<file path="config.mk">
export PLATFORM = sky130hd
export DESIGN_NAME = spu_decode
export DESIGN_NICKNAME = d
export VERILOG_FILES = /design/src/source/spu_pkg.sv /design/src/source/spu_decode.sv
export SDC_FILE = /design/constraint.sdc
export NUM_CORES = 1
export LEC_CHECK = 0
export BUFFER_PORTS_ARGS = -buffer_cell sky130_fd_sc_hd__buf_2
export CORE_MARGIN = 1
export CORE_UTILIZATION = 40
export CTS_CLUSTER_DIAMETER = 30
export DETAILED_ROUTE_END_ITERATION = 16
export RECOVER_POWER = 25
export SLEW_MARGIN = 5
export SYNTH_ARGS = -nofsm -noshare
export SYNTH_HDL_FRONTEND = slang
export SYNTH_SLANG_ARGS = --single-unit
</file>
<file path="constraint.sdc">
create_clock -name clk -period 3.2 [get_ports clk]
set_clock_uncertainty 0.1 [all_clocks]
set_input_delay 0.8 -clock clk [delete_from_list [all_inputs] [get_ports clk]]
set_output_delay 0.8 -clock clk [all_outputs]
set_load 0.02 [all_outputs]
</file>
<file path="src/source/spu_pkg.sv">
package spu_pkg;

    // ------------------------------------------------------------
    // Depths and derived widths
    // ------------------------------------------------------------
    localparam int CMD_CREDITS = 4;                     // Command queue depth, sender credit
    localparam int RSP_CREDITS = 4;                     // Receiver credit after reset
    localparam int RSP_DEPTH   = 4;                     // Response queue depth
    localparam int MR_WORDS    = 1024;                  // 32 groups of 32 modifiers
    localparam int NUM_PAGES   = 1024;                  // Physical pages

    localparam int CMD_PTR_W  = $clog2(CMD_CREDITS);
    localparam int CMD_CNT_W  = $clog2(CMD_CREDITS + 1);
    localparam int RSP_PTR_W  = $clog2(RSP_DEPTH);
    localparam int RSP_CNT_W  = $clog2(RSP_DEPTH + 1);
    localparam int RSP_CRED_W = $clog2(RSP_CREDITS + 1);

    // ------------------------------------------------------------
    // Scalar types
    // ------------------------------------------------------------
    typedef logic [31:0] mr_data_t;                     // Modifier register value
    typedef logic [4:0]  mr_idx_t;                      // Index within a group
    typedef logic [4:0]  mr_grp_t;                      // Group number
    typedef logic [9:0]  page_t;                        // Physical page number

    localparam page_t LAST_PAGE = page_t'(NUM_PAGES - 1);   // Fill stops here

    typedef enum logic [2:0] {
        MR_READ    = 3'd0,                              // Read modifier
        MR_WRITE   = 3'd1,                              // Write modifier
        SET_GROUP  = 3'd2,                              // Load group register
        PAGE_WRITE = 3'd3,                              // Bit 0 invalid, bit 1 read-only
        PAGE_READ  = 3'd4,
        PRIO_WRITE = 3'd5,                              // Reprioritize bit in data[0]
        PRIO_READ  = 3'd6,
        PRIO_FILL  = 3'd7                               // Ones from page up to the top
    } spu_op_t;

    // ------------------------------------------------------------
    // Packed records between the stages
    // ------------------------------------------------------------
    typedef struct packed {
        mr_grp_t grp;                                   // Upper half of address
        mr_idx_t idx;
    } mr_addr_t;

    typedef struct packed {
        spu_op_t  op;
        logic     priv;                                 // Privileged access flag
        logic     from_instr;                           // Index from instruction field
        mr_idx_t  idx;
        page_t    page;
        mr_data_t data;
    } spu_cmd_t;

    typedef struct packed {
        spu_op_t  op;
        logic     refused;                              // Stopped by privilege rules
        mr_data_t data;
    } spu_rsp_t;

    typedef struct packed {
        spu_op_t  op;
        logic     refused;
        mr_addr_t mr_addr;                              // Group and index
        page_t    page;
        mr_data_t data;
    } spu_acc_t;

endpackage

</file>
<file path="src/source/spu_decode.sv">
`timescale 1ns/1ps

module spu_decode import spu_pkg::*; (
    input  logic     clk,
    input  logic     reset,
    input  logic     i_cmd_valid,                       // Sender holds a credit
    input  spu_cmd_t i_cmd,
    output logic     o_cmd_credit,                      // One pulse per popped command
    output logic     o_acc_valid,
    output spu_acc_t o_acc,
    input  logic     i_acc_ready                        // Low during fill or full responses
);

    spu_cmd_t             cmd_mem [CMD_CREDITS];        // Command queue storage
    logic [CMD_PTR_W-1:0] wr_ptr;
    logic [CMD_PTR_W-1:0] rd_ptr;
    logic [CMD_CNT_W-1:0] cmd_count;                    // Entries held
    spu_cmd_t             head;                         // Oldest command
    mr_grp_t              group;                        // Group number register
    logic                 pop;                          // Head moves to access
    logic                 in_upper;                     // Index 16 to 31
    logic                 refused;

    // ------------------------------------------------------------
    // Command queue
    // ------------------------------------------------------------
    always_ff @(posedge clk) begin
        if (i_cmd_valid)
            cmd_mem[wr_ptr] <= i_cmd;                   // Credits keep it from overflowing
    end

    always_ff @(posedge clk) begin
        if (reset) begin
            wr_ptr       <= '0;
            rd_ptr       <= '0;
            cmd_count    <= '0;
            o_cmd_credit <= 1'b0;
        end else begin
            if (i_cmd_valid)
                wr_ptr <= (wr_ptr == CMD_PTR_W'(CMD_CREDITS - 1)) ? '0 : wr_ptr + 1'b1;
            if (pop)
                rd_ptr <= (rd_ptr == CMD_PTR_W'(CMD_CREDITS - 1)) ? '0 : rd_ptr + 1'b1;
            cmd_count    <= cmd_count + CMD_CNT_W'(i_cmd_valid) - CMD_CNT_W'(pop);
            o_cmd_credit <= pop;                        // Give the freed slot back
        end
    end

    assign head        = cmd_mem[rd_ptr];
    assign o_acc_valid = (cmd_count != '0);             // Head is presented directly
    assign pop         = o_acc_valid && i_acc_ready;

    // ------------------------------------------------------------
    // Group register
    // ------------------------------------------------------------
    always_ff @(posedge clk) begin
        if (reset)
            group <= '0;
        else if (pop && head.op == SET_GROUP)
            group <= mr_grp_t'(head.data);              // Low bits of data
    end

    // ------------------------------------------------------------
    // Privilege rules
    // ------------------------------------------------------------
    assign in_upper = head.idx[4];

    // Microinstruction-field commands are exempt
    always_comb begin
        refused = 1'b0;
        if (head.from_instr) begin
            case (head.op)
                MR_WRITE: refused = (head.idx == '0) || (in_upper && !head.priv);
                MR_READ:  refused = in_upper && !head.priv;
                default:  refused = 1'b0;
            endcase
        end
    end

    // Item for access stage
    assign o_acc = '{
        op:      head.op,
        refused: refused,
        mr_addr: '{grp: group, idx: head.idx},          // Group set by earlier cmds
        page:    head.page,
        data:    head.data
    };

endmodule

</file>
==> results.toml, run 1 <==
[status]
status = "complete, but fails checks"
violations = "setup timing"

[final_layout]
seq_area_sq_um = 6550
nFillCells = 1604
syn2layout_area_growth_pct = 30.4
final_cell_count_no_fill = 805
num_antenna_cells = 0
drive_above_1_share = 0.424
multi_input_area_sq_um = 1560
nets = 567
design_area_sq_um = 10700

[die]
ioPinCount = 114
initial_core_util = 0.414
dieArea_sq_um = 21000
die_h_um = 145
row_count = 51
core_area_sq_um = 19800
die_x_um = 145

[power_and_ir_drop]
peakVddDrop_uv = 673
pwr_density_cell_nw_per_um2 = 860
leakagePower_uw = 0.00363

[yosys]
yosys_warnings = 0
synth_area_sq_um = 8190
synth_cell_type_count = 26
synth_cells = 343
seq_area_frac_synth = 0.800
syn_area_per_cell_sq_um = 23.9
syn-num-nets = 406
synth_seq_cells = 223

[clock_tree]
cts_buffers = 46
clock-sinks = 223
cts_buffer_depth = 3
cts.clk_slew.worst_paths_ns = 0.04
cts_root_buf = "clkbuf_16"
worstSkewPairLatency_ns = 0.54
cts_hold_buf = 0
cts_tree = "yes"
htree_levels = 2

[hold_path]
hp-class = "primary input to flop"

[routing]
viasPerCell = 5.01
ant_nets = 0
dr.pass1.iters = 5
drt_wl_total_mm = 16.1
drt_first_iter_violations = 170
drc = 0
post_drt_wl_per_cell_um = 20.0
num_vias = 4035

[global_route]
globalRoute.totalOverflow = 0
grt_pass1_wl_mm = 25.4
grt_usage = 0.159
antenna_found_initial = 0
grt_max_degree = 43
grt_pass1_vias = 4519

[place]
portBuffers = 113
gp_congestion = 0.706
hpwl_mm = 9.48
dp_cells = 718
placed_cell_area_sq_um = 9170
place_ws_ns = 0.367

[setup_path]
crit_type = "flop to primary output"
crit_path_start_kind = "flop"
worstPathMaxFanout = 8
cp.required_ns = 2.30
cp-end-kind = "primary output"
cp.arrival_ns = 2.31

[sta]
tightestPinTransition_ns = 0.902
drv_slew = 0
max_slew_margin = 0.394
hold_viol = 0
setup_violations = 1
layout_setup_ws_ns = -0.00527
tns_ns = -0.00527
finalCritPeriodShare = 1.00
period_needed_ns = 3.21
fmax_mhz = 312
hold_slack_ns = 0.391
grt_setup_unrepaired = "yes"

[flow_run]
cap_violations = 0
metal layers:
| metal | up-vias | global-route usage | part of all wire |
|---|---|---|---|
| li1 | 1776 | - | - |
| met1 | 2094 | 0.208 | 0.44 |
| met2 | 140 | 0.250 | 0.48 |
| met3 | 25 | 0.0481 | 0.061 |
| met4 | 0 | 0.0584 | 0.020 |
| met5 | - | 0 | 0 |
synth_stat cells (all sizes together):
master | instances | area (sq um)
a21oi | 1 | 5.00
a31oi | 1 | 6.26
and2 | 4 | 25.0
buf | 10 | 60.1
clkbuf | 4 | 15.0
dfxtp | 15 | 300
edfxtp | 208 | 6250
fa | 1 | 20.0
ha | 6 | 75.1
inv | 6 | 22.5
mux2i | 8 | 80.1
mux4 | 52 | 1180
nand3 | 1 | 5.00
nor2 | 14 | 52.6
nor2b | 3 | 18.8
nor3 | 1 | 5.00
nor4 | 2 | 12.5
nor4b | 1 | 23.8
o21ai | 1 | 5.00
o31ai | 1 | 7.51
or3 | 1 | 6.26
xnor2 | 2 | 17.5
metrics by stage:
step	total power [uW]	utilization
after CTS	9290	0.541
after global placement	4730	0.463
after floorplan	4340	-
after global routing	9520	0.540
after detailed placement	4760	0.463
final	9180	0.540
report_power, final:
group          internal, uW  total (uW)  switching, uW
logic                   566        1300            731
clock network          2900        4460           1560
registers              3360        3420           67.8
total                  6830        9180           2350
path summary, 6_finish.rpt:
check                           cells past startpoint  slack [ns]                   from                       end
worst max-delay path                                5      -0.005                   flop                 o_acc[52]
worst min-delay path                                1        0.39              i_cmd[16]  cmd_mem[3][16]$_DFFE_PP_
worst max register to register                      5        0.92                   flop     group[3]$_SDFFE_PP0P_
worst min register to register                      2        0.40  group[0]$_SDFFE_PP0P_     group[0]$_SDFFE_PP0P_
logic make-up (layout without fill, tap and decap cells):
kind of cell	Yosys count	in the layout	share of synthesized area
fa+ha+maj	7	7	0.0116
simple gates	27	27	0.0182
buf+inv	20	217	0.0119
mux	60	60	0.154
flops	223	223	0.800
compound gates	4	4	0.00290
xor+xnor	2	2	0.00214
sequential cells by signal, indices dropped and copies added, names as in the netlist, named ones only:
signal / flops
rd_ptr: 2
cmd_mem: 208
group: 5
wr_ptr: 2
cmd_count: 3
o_cmd_credit: 1
worst max-delay path, stage by stage (launching register included):
cell     delay (ns)
dfxtp_4        0.43
mux4_2         0.57
nor4_4         0.29
a31oi_1        0.12
nor4_1         0.17
buf_2          0.21
layout make-up:
class	instances	area share
sequential	223	0.614
multi-input combinational	100	0.146
clock buffer	51	0.110
timing repair buffer	127	0.0666
clock inverter	33	0.0311
tap	265	0.0311
inverter	6	0.00211
placed cells by master, fill, tap and decap left out, types with 2 or more instances in the layout:
master and instances:
edfxtp_1 208, buf_2 80, mux4_2 52, clkbuf_16 46, clkbuf_1 38, clkinvlp_4 15, nor2_1 14, dfxtp_1 13
mux2i_1 8, inv_1 6, ha_1 6, buf_4 6, buf_12 5, and2_2 4, clkinv_1 4, clkinv_2 4
clkinv_4 4, nor2b_1 3, bufinv_16 3, xnor2_1 2, buf_8 2
what timing repair did:
item | CTS | global route
gates resized for setup | 7 | 2
buffers inserted | 3 | 0
setup endpoints to repair | 17 | 34
Power figures use the tool's default switching activity.
==> run 2, diff against run 1 <==
- CTS_BUF_LIST: default -> sky130_fd_sc_hd__clkbuf_16
- SKIP_LAST_GASP: default -> 1
==> results.toml, run 2 (synthesis gave the netlist of run 1 again) <==
[final_layout]
final_cell_mix = "edfxtp_1 (208), buf_2 (80), mux4_2 (52)"
drive_above_1_share = 0.424
syn2layout_area_growth_pct = 30.4
design_area_sq_um = 10700
num_antenna_cells = 0
final_common_cell = "edfxtp_1"
final_cell_count_no_fill = 805
regMostFlops = "cmd_mem"
largest_reg_flops = 208
nets = 567
largestRegisters = "cmd_mem x208, group x5, cmd_count x3"

[power_and_ir_drop]
pwr_density_cell_nw_per_um2 = 858
power.total_uw = 9160
peakVddDrop_uv = 674
leakagePower_uw = 0.00365

[setup_path]
crit_family = "multiplexers"
max_stage_delay_ns = 0.57
cp.depth = 5
path_cells = "mux4_2, nor4_4, a31oi_1, nor4_1, buf_2"
reg2reg_depth = 5
endpoint = "o_acc[52]"
path_buf_inv = 1
cp_slowest_cell = "mux4_2"
cp.arrival_ns = 2.31
worstPathMaxFanout = 8
cp.required_ns = 2.30
regToRegSetupSlack_ns = 0.93
crit_path_start_kind = "flop"
cp-end-kind = "primary output"
r2r_end = "group[3]$_SDFFE_PP0P_"
crit_type = "flop to primary output"

[sta]
period_needed_ns = 3.21
hold_slack_ns = 0.393
fmax_mhz = 312
layout_setup_ws_ns = -0.00503
finalCritPeriodShare = 1.00
max_slew_margin = 0.394
tightestPinTransition_ns = 0.902
hold_viol = 0
tns_ns = -0.00503
setup_violations = 1
drv_slew = 0
grt_setup_unrepaired = "yes"

[place]
gp_congestion = 0.706
portBuffers = 113
placed_cell_area_sq_um = 9170
dp_cells = 718
hpwl_mm = 9.48

[global_route]
grt_usage = 0.159
globalRoute.totalOverflow = 0
antenna_found_initial = 0
grt_max_degree = 43
grt_pass1_wl_mm = 25.4
grt_pass1_vias = 4516

[routing]
post_drt_wl_per_cell_um = 20.0
drc = 0
num_vias = 4031
ant_nets = 0
dr.pass1.iters = 4
drt_wl_total_mm = 16.1
drt_first_iter_violations = 168
viasPerCell = 5.01

[die]
ioPinCount = 114
row_count = 51
core_area_sq_um = 19800
die_h_um = 145
die_x_um = 145
dieArea_sq_um = 21000
initial_core_util = 0.414

[clock_tree]
htree_levels = 2
cts_root_buf = "clkbuf_16"
clock-sinks = 223
worstSkewPairLatency_ns = 0.54
cts_buffers = 46
cts_tree = "yes"
cts_buffer_depth = 3
cts.clk_slew.worst_paths_ns = 0.04

[status]
status = "complete, but fails checks"
violations = "setup timing"

[hold_path]
hp-class = "primary input to flop"
worstHoldStart = "i_cmd[16]"

[flow_run]
cap_violations = 0
-- run 2: changes by cell type in the layout (fill, tap and decap cells not counted), sizes merged --
cell | before | now
clkbuf | 84 | 79
inv | 8 | 13
-- run 2: timing repair --
action                                 in CTS  in global routing
setup endpoints to repair                  17                 34
resized for setup                           7                  2
pin swaps                                   0                  0
endpoints found under the hold margin       0                  0
setup buffers                               3                  0
hold buffers                                0                  0
-- run 2: worst reg2reg max path, stage by stage (launching register included) --
cell	delay, ns
dfxtp_4	0.43
buf_4	0.14
mux4_2	0.55
nor4b_4	0.60
mux2i_1	0.27
nor2_1	0.07
-- run 2: cell type report --
class	instances	area, sq um
timing repair buffer	127	711
inverter	6	22.5
sequential	223	6550
multi-input combinational	100	1560
fill	1604	9110
tap	265	332
clock buffer	46	1150
clock inverter	38	350
-- run 2: layer usage --
layer  track usage  share of wire  vias to the layer above  wire [um]
met5             0              0                        -          0
met2         0.250           0.48                      134       7740
li1              -              -                     1776          -
met3        0.0481          0.063                       25       1010
met4        0.0584          0.020                        0        323
met1         0.208           0.44                     2096       7020
-- run 2: through the flow --
stage	util	worst slack, ns
floorplan	-	0.440
CTS	0.541	-0.0790
finish	0.540	-0.00503
global route	0.540	-0.206
global placement	0.463	0.371
detailed placement	0.463	0.367
-- run 2: how the worst min path moves through the flow --
| stage | depth (start not counted) | endpoint |
|---|---|---|
| 6_report | 1 | cmd_mem[3][16]$_DFFE_PP_ |
| 5_1_grt | 1 | cmd_mem[1][28]$_DFFE_PP_ |
| 4_1_cts | 1 | cmd_mem[3][13]$_DFFE_PP_ |
| 3_5_place_dp | 2 | group[0]$_SDFFE_PP0P_ |
| 3_3_place_gp | 2 | group[1]$_SDFFE_PP0P_ |
| 2_1_floorplan | 2 | rd_ptr[1]$_SDFFE_PP0P_ |
-- run 2: power by group --
part | switching (uW) | internal [uW]
combinational | 730 | 566
sequential | 67.7 | 3360
clock | 1550 | 2890
total | 2350 | 6810
