==> src/source/spu_pkg.sv <==
package spu_pkg;

    // ------------------------------------------------------------
    // Depths and derived widths
    // ------------------------------------------------------------
    localparam int CMD_CREDITS = 4;                     // Command queue depth, sender credit
    localparam int RSP_CREDITS = 4;                     // Receiver credit after reset
    localparam int RSP_DEPTH   = 4;                     // Response queue depth
    localparam int MR_WORDS    = 1024;                  // 32 groups of 32 modifiers
    localparam int NUM_PAGES   = 1024;                  // Physical pages

    localparam int CMD_PTR_W  = $clog2(CMD_CREDITS);
    localparam int CMD_CNT_W  = $clog2(CMD_CREDITS + 1);
    localparam int RSP_PTR_W  = $clog2(RSP_DEPTH);
    localparam int RSP_CNT_W  = $clog2(RSP_DEPTH + 1);
    localparam int RSP_CRED_W = $clog2(RSP_CREDITS + 1);

    // ------------------------------------------------------------
    // Scalar types
    // ------------------------------------------------------------
    typedef logic [31:0] mr_data_t;                     // Modifier register value
    typedef logic [4:0]  mr_idx_t;                      // Index within a group
    typedef logic [4:0]  mr_grp_t;                      // Group number
    typedef logic [9:0]  page_t;                        // Physical page number

    localparam page_t LAST_PAGE = page_t'(NUM_PAGES - 1);   // Fill stops here

    typedef enum logic [2:0] {
        MR_READ    = 3'd0,                              // Read modifier
        MR_WRITE   = 3'd1,                              // Write modifier
        SET_GROUP  = 3'd2,                              // Load group register
        PAGE_WRITE = 3'd3,                              // Bit 0 invalid, bit 1 read-only
        PAGE_READ  = 3'd4,
        PRIO_WRITE = 3'd5,                              // Reprioritize bit in data[0]
        PRIO_READ  = 3'd6,
        PRIO_FILL  = 3'd7                               // Ones from page up to the top
    } spu_op_t;

    // ------------------------------------------------------------
    // Packed records between the stages
    // ------------------------------------------------------------
    typedef struct packed {
        mr_grp_t grp;                                   // Upper half of address
        mr_idx_t idx;
    } mr_addr_t;

    typedef struct packed {
        spu_op_t  op;
        logic     priv;                                 // Privileged access flag
        logic     from_instr;                           // Index from instruction field
        mr_idx_t  idx;
        page_t    page;
        mr_data_t data;
    } spu_cmd_t;

    typedef struct packed {
        spu_op_t  op;
        logic     refused;                              // Stopped by privilege rules
        mr_data_t data;
    } spu_rsp_t;

    typedef struct packed {
        spu_op_t  op;
        logic     refused;
        mr_addr_t mr_addr;                              // Group and index
        page_t    page;
        mr_data_t data;
    } spu_acc_t;

endpackage

==> src/source/spu_respond.sv <==
`timescale 1ns/1ps

module spu_respond import spu_pkg::*; (
    input  logic     clk,
    input  logic     reset,
    input  logic     i_rsp_push,
    input  spu_rsp_t i_rsp,
    output logic     o_rsp_slots_free,                  // Access may take one item
    output logic     o_rsp_valid,
    output spu_rsp_t o_rsp,
    input  logic     i_rsp_credit                       // One credit back per pulse
);

    spu_rsp_t              rsp_mem [RSP_DEPTH];         // Response queue storage
    logic [RSP_PTR_W-1:0]  wr_ptr;
    logic [RSP_PTR_W-1:0]  rd_ptr;
    logic [RSP_CNT_W-1:0]  rsp_count;                   // Entries held
    logic [RSP_CRED_W-1:0] credits;                     // Receiver credits held

    // ------------------------------------------------------------
    // Response queue
    // ------------------------------------------------------------
    always_ff @(posedge clk) begin
        if (i_rsp_push)
            rsp_mem[wr_ptr] <= i_rsp;
    end

    always_ff @(posedge clk) begin
        if (reset) begin
            wr_ptr    <= '0;
            rd_ptr    <= '0;
            rsp_count <= '0;
        end else begin
            if (i_rsp_push)
                wr_ptr <= (wr_ptr == RSP_PTR_W'(RSP_DEPTH - 1)) ? '0 : wr_ptr + 1'b1;
            if (o_rsp_valid)
                rd_ptr <= (rd_ptr == RSP_PTR_W'(RSP_DEPTH - 1)) ? '0 : rd_ptr + 1'b1;
            rsp_count <= rsp_count + RSP_CNT_W'(i_rsp_push) - RSP_CNT_W'(o_rsp_valid);
        end
    end

    // Item being pushed counts as taken while pops are ignored
    assign o_rsp_slots_free =
        (rsp_count + RSP_CNT_W'(i_rsp_push)) < RSP_CNT_W'(RSP_DEPTH);

    // ------------------------------------------------------------
    // Output credits
    // ------------------------------------------------------------
    always_ff @(posedge clk) begin
        if (reset)
            credits <= RSP_CRED_W'(RSP_CREDITS);        // Receiver buffer is empty
        else
            credits <= credits - RSP_CRED_W'(o_rsp_valid) + RSP_CRED_W'(i_rsp_credit);
    end

    assign o_rsp_valid = (rsp_count != '0) && (credits != '0);   // Spend one per send
    assign o_rsp       = rsp_mem[rd_ptr];

endmodule

==> config.mk <==
export PLATFORM = sky130hd
export DESIGN_NAME = spu_respond
export DESIGN_NICKNAME = d
export VERILOG_FILES = /design/src/source/spu_pkg.sv /design/src/source/spu_respond.sv
export SDC_FILE = /design/constraint.sdc
export NUM_CORES = 1
export LEC_CHECK = 0
export ABC_AREA = 1
export BUFFER_PORTS_ARGS = -buffer_cell sky130_fd_sc_hd__buf_4
export CORE_MARGIN = 2
export CORE_UTILIZATION = 55
export CTS_CLUSTER_SIZE = 14
export DETAILED_ROUTE_END_ITERATION = 10
export GPL_TIMING_DRIVEN = 1
export PLACE_DENSITY_LB_ADDON = 0.08
export SLEW_MARGIN = 30
export SYNTH_ARGS = -nofsm -noshare
export SYNTH_HDL_FRONTEND = slang
export SYNTH_SLANG_ARGS = --single-unit
==> constraint.sdc <==
create_clock -name clk -period 3.1 [get_ports clk]
set_input_delay 0.31 -clock clk [delete_from_list [all_inputs] [get_ports clk]]
set_output_delay 0.31 -clock clk [all_outputs]
set_load 0.02 [all_outputs]
==> results of run 1 <==
## timing repair
action / in CTS / in global routing
endpoints found under the hold margin: 149 / 0
hold buffers: 37 / 0
resized for setup: 0 / 0
## worst min-delay path: cells and delay by family
| kind | cells | cell delay, ns |
|---|---|---|
| and+or+nand+nor | 1 | 0.07 |
| adders and majority gates | 1 | 0.12 |
| buffers and inverters | 2 | 0.11 |
## synthesized netlist by cell type
cell type / number / area, µm²
edfxtp_1: 144 / 4320
nor2_1: 87 / 327
o21ai_1: 59 / 295
o22ai_1: 36 / 225
inv_1: 19 / 71.3
o21ai_0: 15 / 75.1
nand2_1: 14 / 52.6
dfxtp_1: 12 / 240
buf_2: 9 / 45.0
ha_1: 9 / 113
buf_6: 8 / 90.1
buf_4: 5 / 37.5
a21oi_1: 3 / 15.0
nand3_1: 2 / 10.0
fa_1: 1 / 20.0
inv_2: 1 / 3.75
inv_4: 1 / 6.26
inv_6: 1 / 8.76
nand2_2: 1 / 6.26
nand2b_1: 1 / 6.26
nand3b_1: 1 / 7.51
nor3_1: 1 / 5.00
xnor2_1: 1 / 8.76
xor2_1: 1 / 8.76
## power groups by stage
stage | Combinational [mW] | Sequential [mW] | Clock (mW)
2_1_floorplan | 1.31 | 2.52 | 0
3_3_place_gp | 1.86 | 2.54 | 0
3_5_place_dp | 1.90 | 2.55 | 0
4_1_cts | 1.94 | 2.51 | 1.97
5_1_grt | 2.11 | 2.52 | 2.09
6_report | 1.93 | 2.50 | 1.94
## cells by family (layout without fill, tap and decap cells)
logic type	count (synthesis)	count (layout)	share of synthesized area
flops	156	156	0.760
fa+ha+maj	10	10	0.0221
compound gates	113	113	0.102
buf+inv	44	172	0.0438
simple gates	107	107	0.0690
xor+xnor	2	2	0.00292
## cell type report
type / count / area (µm²) / area share
Sequential cell: 156 / 4570 / 0.605
Multi-Input combinational cell: 232 / 1170 / 0.156
Tap cell: 140 / 175 / 0.0232
Clock buffer: 23 / 437 / 0.0579
Inverter: 22 / 90.1 / 0.0119
Clock inverter: 9 / 120 / 0.0159
Timing Repair Buffer: 118 / 978 / 0.130
## metal layers
layer | global-route usage | routed length, µm
met2 | 0.326 | 5610
met3 | 0.0585 | 572
met1 | 0.270 | 4950
met5 | 0 | 0
met4 | 0.0604 | 155
## registers in the layout (all words and copies together), names as in the netlist, named ones only
name,cells
rsp_count,3
rsp_mem,144
rd_ptr,2
wr_ptr,2
credits,3
## worst paths after layout
path	start	endpoint	slack (ns)	depth (start not counted)
max	flop	o_rsp[25]	0.67	5
min	i_rsp_credit	credits[0]	0.12	4
max reg2reg	credits[1]	credits[2]	1.35	11
min reg2reg	wr_ptr[1]	wr_ptr[1]	0.55	2
## per-stage QoR
step                      area [µm²]   util  hold WS (ns)
after floorplan                 6000      -         0.377
after global placement          6610  0.616         0.484
after detailed placement        6610  0.616         0.513
after CTS                       7540  0.702         0.110
after global routing            7540  0.702         0.129
final                           7540  0.702         0.124
==> results.json, run 1 <==
{
  "status": "finished clean",
  "power_leakage_nw": 2.79,
  "most-common-layout-cells": "edfxtp_1, nor2_1, buf_4",
  "initial_core_util": 0.559,
  "synth_nets": 482,
  "drc": 0,
  "die_h_um": 108,
  "pwr-share-clk": 0.305,
  "finalHoldViolations": 0,
  "track_usage": 0.202,
  "cp.required_ns": 2.79,
  "vdd_drop_max_v": 0.000482,
  "dp.cells": 631,
  "ys_seq_elements": 156,
  "antennaDiodeCount": 0,
  "hpwl_um": 6080,
  "skew_ns": 0.00901,
  "drtIter0Drc": 221,
  "cp_slowest_cell": "inv_6",
  "vias_per_cell": 5.26,
  "crit_family": "buffers and inverters",
  "io_buffer_count": 77,
  "rsz0062_at_grt": "false",
  "crit_chain": "buf_4, inv_6, o21ai_0, o22ai_1, buf_4",
  "drt-pass1-iter-count": 5,
  "grt_overflow_total": 0,
  "avgSynthCellArea_um2": 13.9,
  "cp_num_buf_inv": 3,
  "num_vias": 3680,
  "grt_max_degree": 73,
  "cts_max_path_buffers": 2,
  "switching_share": 0.312,
  "ys_seq_area_frac": 0.760,
  "fin_nets": 597,
  "die_width_um": 108,
  "final_common_cell": "edfxtp_1",
  "clock_latency_ns": 0.52,
  "maxSlewHeadroom": 0.375,
  "hold_path.class": "in2reg",
  "cell_internal_pwr_mw": 4.38,
  "grt_pass1_wl_um": 17400,
  "endpoint_kind": "output pin",
  "cap_viol_max_count": 0,
  "power.total_mw": 6.37,
  "synth_area_um2": 6000,
  "worst_slew_pin_slew_ns": 0.937,
  "row_count": 38,
  "pwr-share-seq": 0.393,
  "drive_gt1_frac": 0.204,
  "cts.sinks": 156,
  "cts_tree": "done",
  "die-area_um2": 11800,
  "drv_slew": 0,
  "root_buffer": "clkbuf_8",
  "worstPathArrival_ns": 2.12,
  "slowest_delay_ns": 0.44,
  "post-place-ws_ns": 1.21,
  "clkTransAtPathRegs_ns": 0.06,
  "area_growth_pct": 25.6,
  "drtAntennaViolNets": 0,
  "finalCriticalPeriod_ns": 2.43,
  "io_pins": 78,
  "power.density_nw_per_um2": 845,
  "cp_common_cell": "buf_4",
  "post_drt_wl_per_cell_um": 16.1,
  "critical_path_class": "reg2out",
  "gp_congestion": 0.726,
  "critPathMaxFanout": 72,
  "grt_pass1_vias": 3506,
  "numCtsBuffers": 17,
  "synth_warnings": 0,
  "setup_violations": 0,
  "power.switching_mw": 1.99,
  "synthesis.instances": 432,
  "ys_types": 24,
  "antenna_found_initial": 0,
  "max_freq_mhz": 412,
  "coreArea_um2": 10700,
  "fill_cells": 768,
  "power_frac_comb": 0.302,
  "fin_cells": 700,
  "htreeDepth": 4,
  "fin_ws_ns": 0.671,
  "fin_crit_sh": 0.783,
  "start_kind": "flop",
  "cts_setup_buffers": 0,
  "wl_um": 11300,
  "tns_ns": 0
}
No activity file was read; power rests on OpenSTA's default activity.
==> run 2: changes to the inputs <==
--- a/config.mk
+++ b/config.mk
@@ -8,7 +8,7 @@
 export ABC_AREA = 1
 export BUFFER_PORTS_ARGS = -buffer_cell sky130_fd_sc_hd__buf_4
 export CORE_MARGIN = 2
-export CORE_UTILIZATION = 55
+export CORE_UTILIZATION = 51
 export CTS_CLUSTER_SIZE = 14
 export DETAILED_ROUTE_END_ITERATION = 10
 export GPL_TIMING_DRIVEN = 1
==> constraint.sdc (replaced) <==
create_clock -name clk -period 2.1 [get_ports clk]
set_input_delay 0.21 -clock clk [delete_from_list [all_inputs] [get_ports clk]]
set_output_delay 0.21 -clock clk [all_outputs]
set_load 0.02 [all_outputs]
==> run 2 against run 1 <==
  * Highest routed layer unchanged
  * Largest power group unchanged
  * First-iteration DRC count shrank 16%
  * Combinational power grew 51%
  * Hold slack lost 0.0044 ns
  * Setup slack lost 0.54 ns
==> results.json, run 2 (synthesized netlist as in run 1, its figures left out) <==
{
  "reg_top3": "rsp_mem: 144 flops, credits: 3 flops, rsp_count: 3 flops",
  "cp.required_ns": 1.89,
  "hpwl_um": 6580,
  "fin_crit_sh": 0.936,
  "dp.cells": 643,
  "power.density_nw_per_um2": 1250,
  "fill_cells": 822,
  "vias_per_cell": 5.26,
  "clkTransAtPathRegs_ns": 0.06,
  "fin_area_um2": 7660,
  "grt_pass1_vias": 3709,
  "coreArea_um2": 11500,
  "post_cts_resized": 0,
  "num_vias": 3737,
  "io_buffer_count": 77,
  "numCtsBuffers": 17,
  "drtIter0Drc": 186,
  "pwr-share-seq": 0.384,
  "vdd_drop_max_v": 0.000815,
  "drive_gt1_frac": 0.222,
  "finalHoldViolations": 0,
  "power.switching_mw": 3.03,
  "worstPathArrival_ns": 1.76,
  "grt_max_degree": 43,
  "rsz0062_at_grt": "false",
  "pwr-share-clk": 0.314,
  "critical_path_class": "reg2out",
  "largest_reg_flops": 144,
  "fin_nets": 606,
  "max_freq_mhz": 509,
  "htreeDepth": 4,
  "cts_max_path_buffers": 2,
  "drtAntennaViolNets": 0,
  "cts.sinks": 156,
  "critPathMaxFanout": 38,
  "track_usage": 0.195,
  "worst_slew_pin_slew_ns": 0.417,
  "finalCriticalPeriod_ns": 1.97,
  "post_drt_wl_per_cell_um": 16.6,
  "cell_internal_pwr_mw": 6.58,
  "clock_latency_ns": 0.42,
  "power_frac_comb": 0.303,
  "antennaDiodeCount": 0,
  "largest-register": "rsp_mem",
  "drt-pass1-iter-count": 5,
  "row_count": 39,
  "start_kind": "flop",
  "drc": 0,
  "antenna_found_initial": 0,
  "endpoint_kind": "output pin",
  "status": "finished clean",
  "power_leakage_nw": 2.86,
  "most-common-layout-cells": "edfxtp_1, buf_4, nor2_1",
  "die_width_um": 112,
  "grt_overflow_total": 0,
  "r2r_setup_slack_ns": 0.38,
  "die_h_um": 112,
  "grt_pass1_wl_um": 18500,
  "cap_viol_max_count": 0,
  "cts_tree": "done",
  "initial_core_util": 0.523,
  "die-area_um2": 12700,
  "io_pins": 78,
  "hold_path.class": "in2reg",
  "wl_um": 11800,
  "switching_share": 0.316,
  "final_common_cell": "edfxtp_1",
  "gp_congestion": 0.755,
  "maxSlewHeadroom": 0.722,
  "tns_ns": 0,
  "area_growth_pct": 27.6,
  "root_buffer": "clkbuf_16",
  "place_area_um2": 6710,
  "fin_cells": 711,
  "skew_ns": 0.00544,
  "setup_violations": 0,
  "drv_slew": 0
}
==> run 2: through the flow <==
stage	total power, mW	worst slack, ns	utilization	hold WS, ns
after CTS	9.69	0.108	0.668	0.112
after floorplan	5.65	0.410	-	0.277
final	9.61	0.134	0.668	0.120
after global routing	10.1	0.00672	0.668	0.131
after detailed placement	6.62	0.379	0.585	0.415
after global placement	6.57	0.448	0.585	0.409
==> run 2: what timing repair did <==
item / in CTS / in global routing
hold endpoints to repair: 148 / 0
setup buffers: 0 / 0
hold buffers: 37 / 0
==> run 2: power by group through the flow <==
| stage | clock (mW) | combinational, mW | sequential (mW) |
|---|---|---|---|
| after floorplan | 0 | 1.93 | 3.72 |
| after global placement | 0 | 2.83 | 3.74 |
| after detailed placement | 0 | 2.87 | 3.75 |
| after CTS | 3.06 | 2.95 | 3.68 |
| after global routing | 3.19 | 3.22 | 3.70 |
| final | 3.01 | 2.91 | 3.69 |
==> run 2: layer usage <==
| metal | share of wire | wire [µm] | global-route usage |
|---|---|---|---|
| met5 | 0 | 0 | 0 |
| met2 | 0.50 | 5900 | 0.319 |
| met4 | 0.017 | 196 | 0.0878 |
| met3 | 0.048 | 562 | 0.0562 |
| met1 | 0.44 | 5150 | 0.242 |
==> run 2: layout make-up <==
class	instances	area [µm²]	area share
Tap cell	143	179	0.0234
Sequential cell	156	4570	0.596
Timing Repair Buffer	127	1070	0.140
Clock buffer	20	437	0.0570
Multi-Input combinational cell	232	1170	0.153
Inverter	22	90.1	0.0118
Clock inverter	11	143	0.0186
==> run 2: critical path, cell delays in order, from the launching register on <==
cell and delay, ns:
dfxtp_2 0.37, buf_4 0.37, o21ai_0 0.15, o22ai_1 0.25, buf_4 0.19
==> run 2: final timing paths <==
kind | startpoint | end | cells past startpoint
worst max-delay path | flop | o_rsp[28] | 4
worst min-delay path | i_rsp_credit | credits[0] | 4
worst max register to register | credits[1] | credits[2] | 11
worst min register to register | rd_ptr[1] | rd_ptr[1] | 2
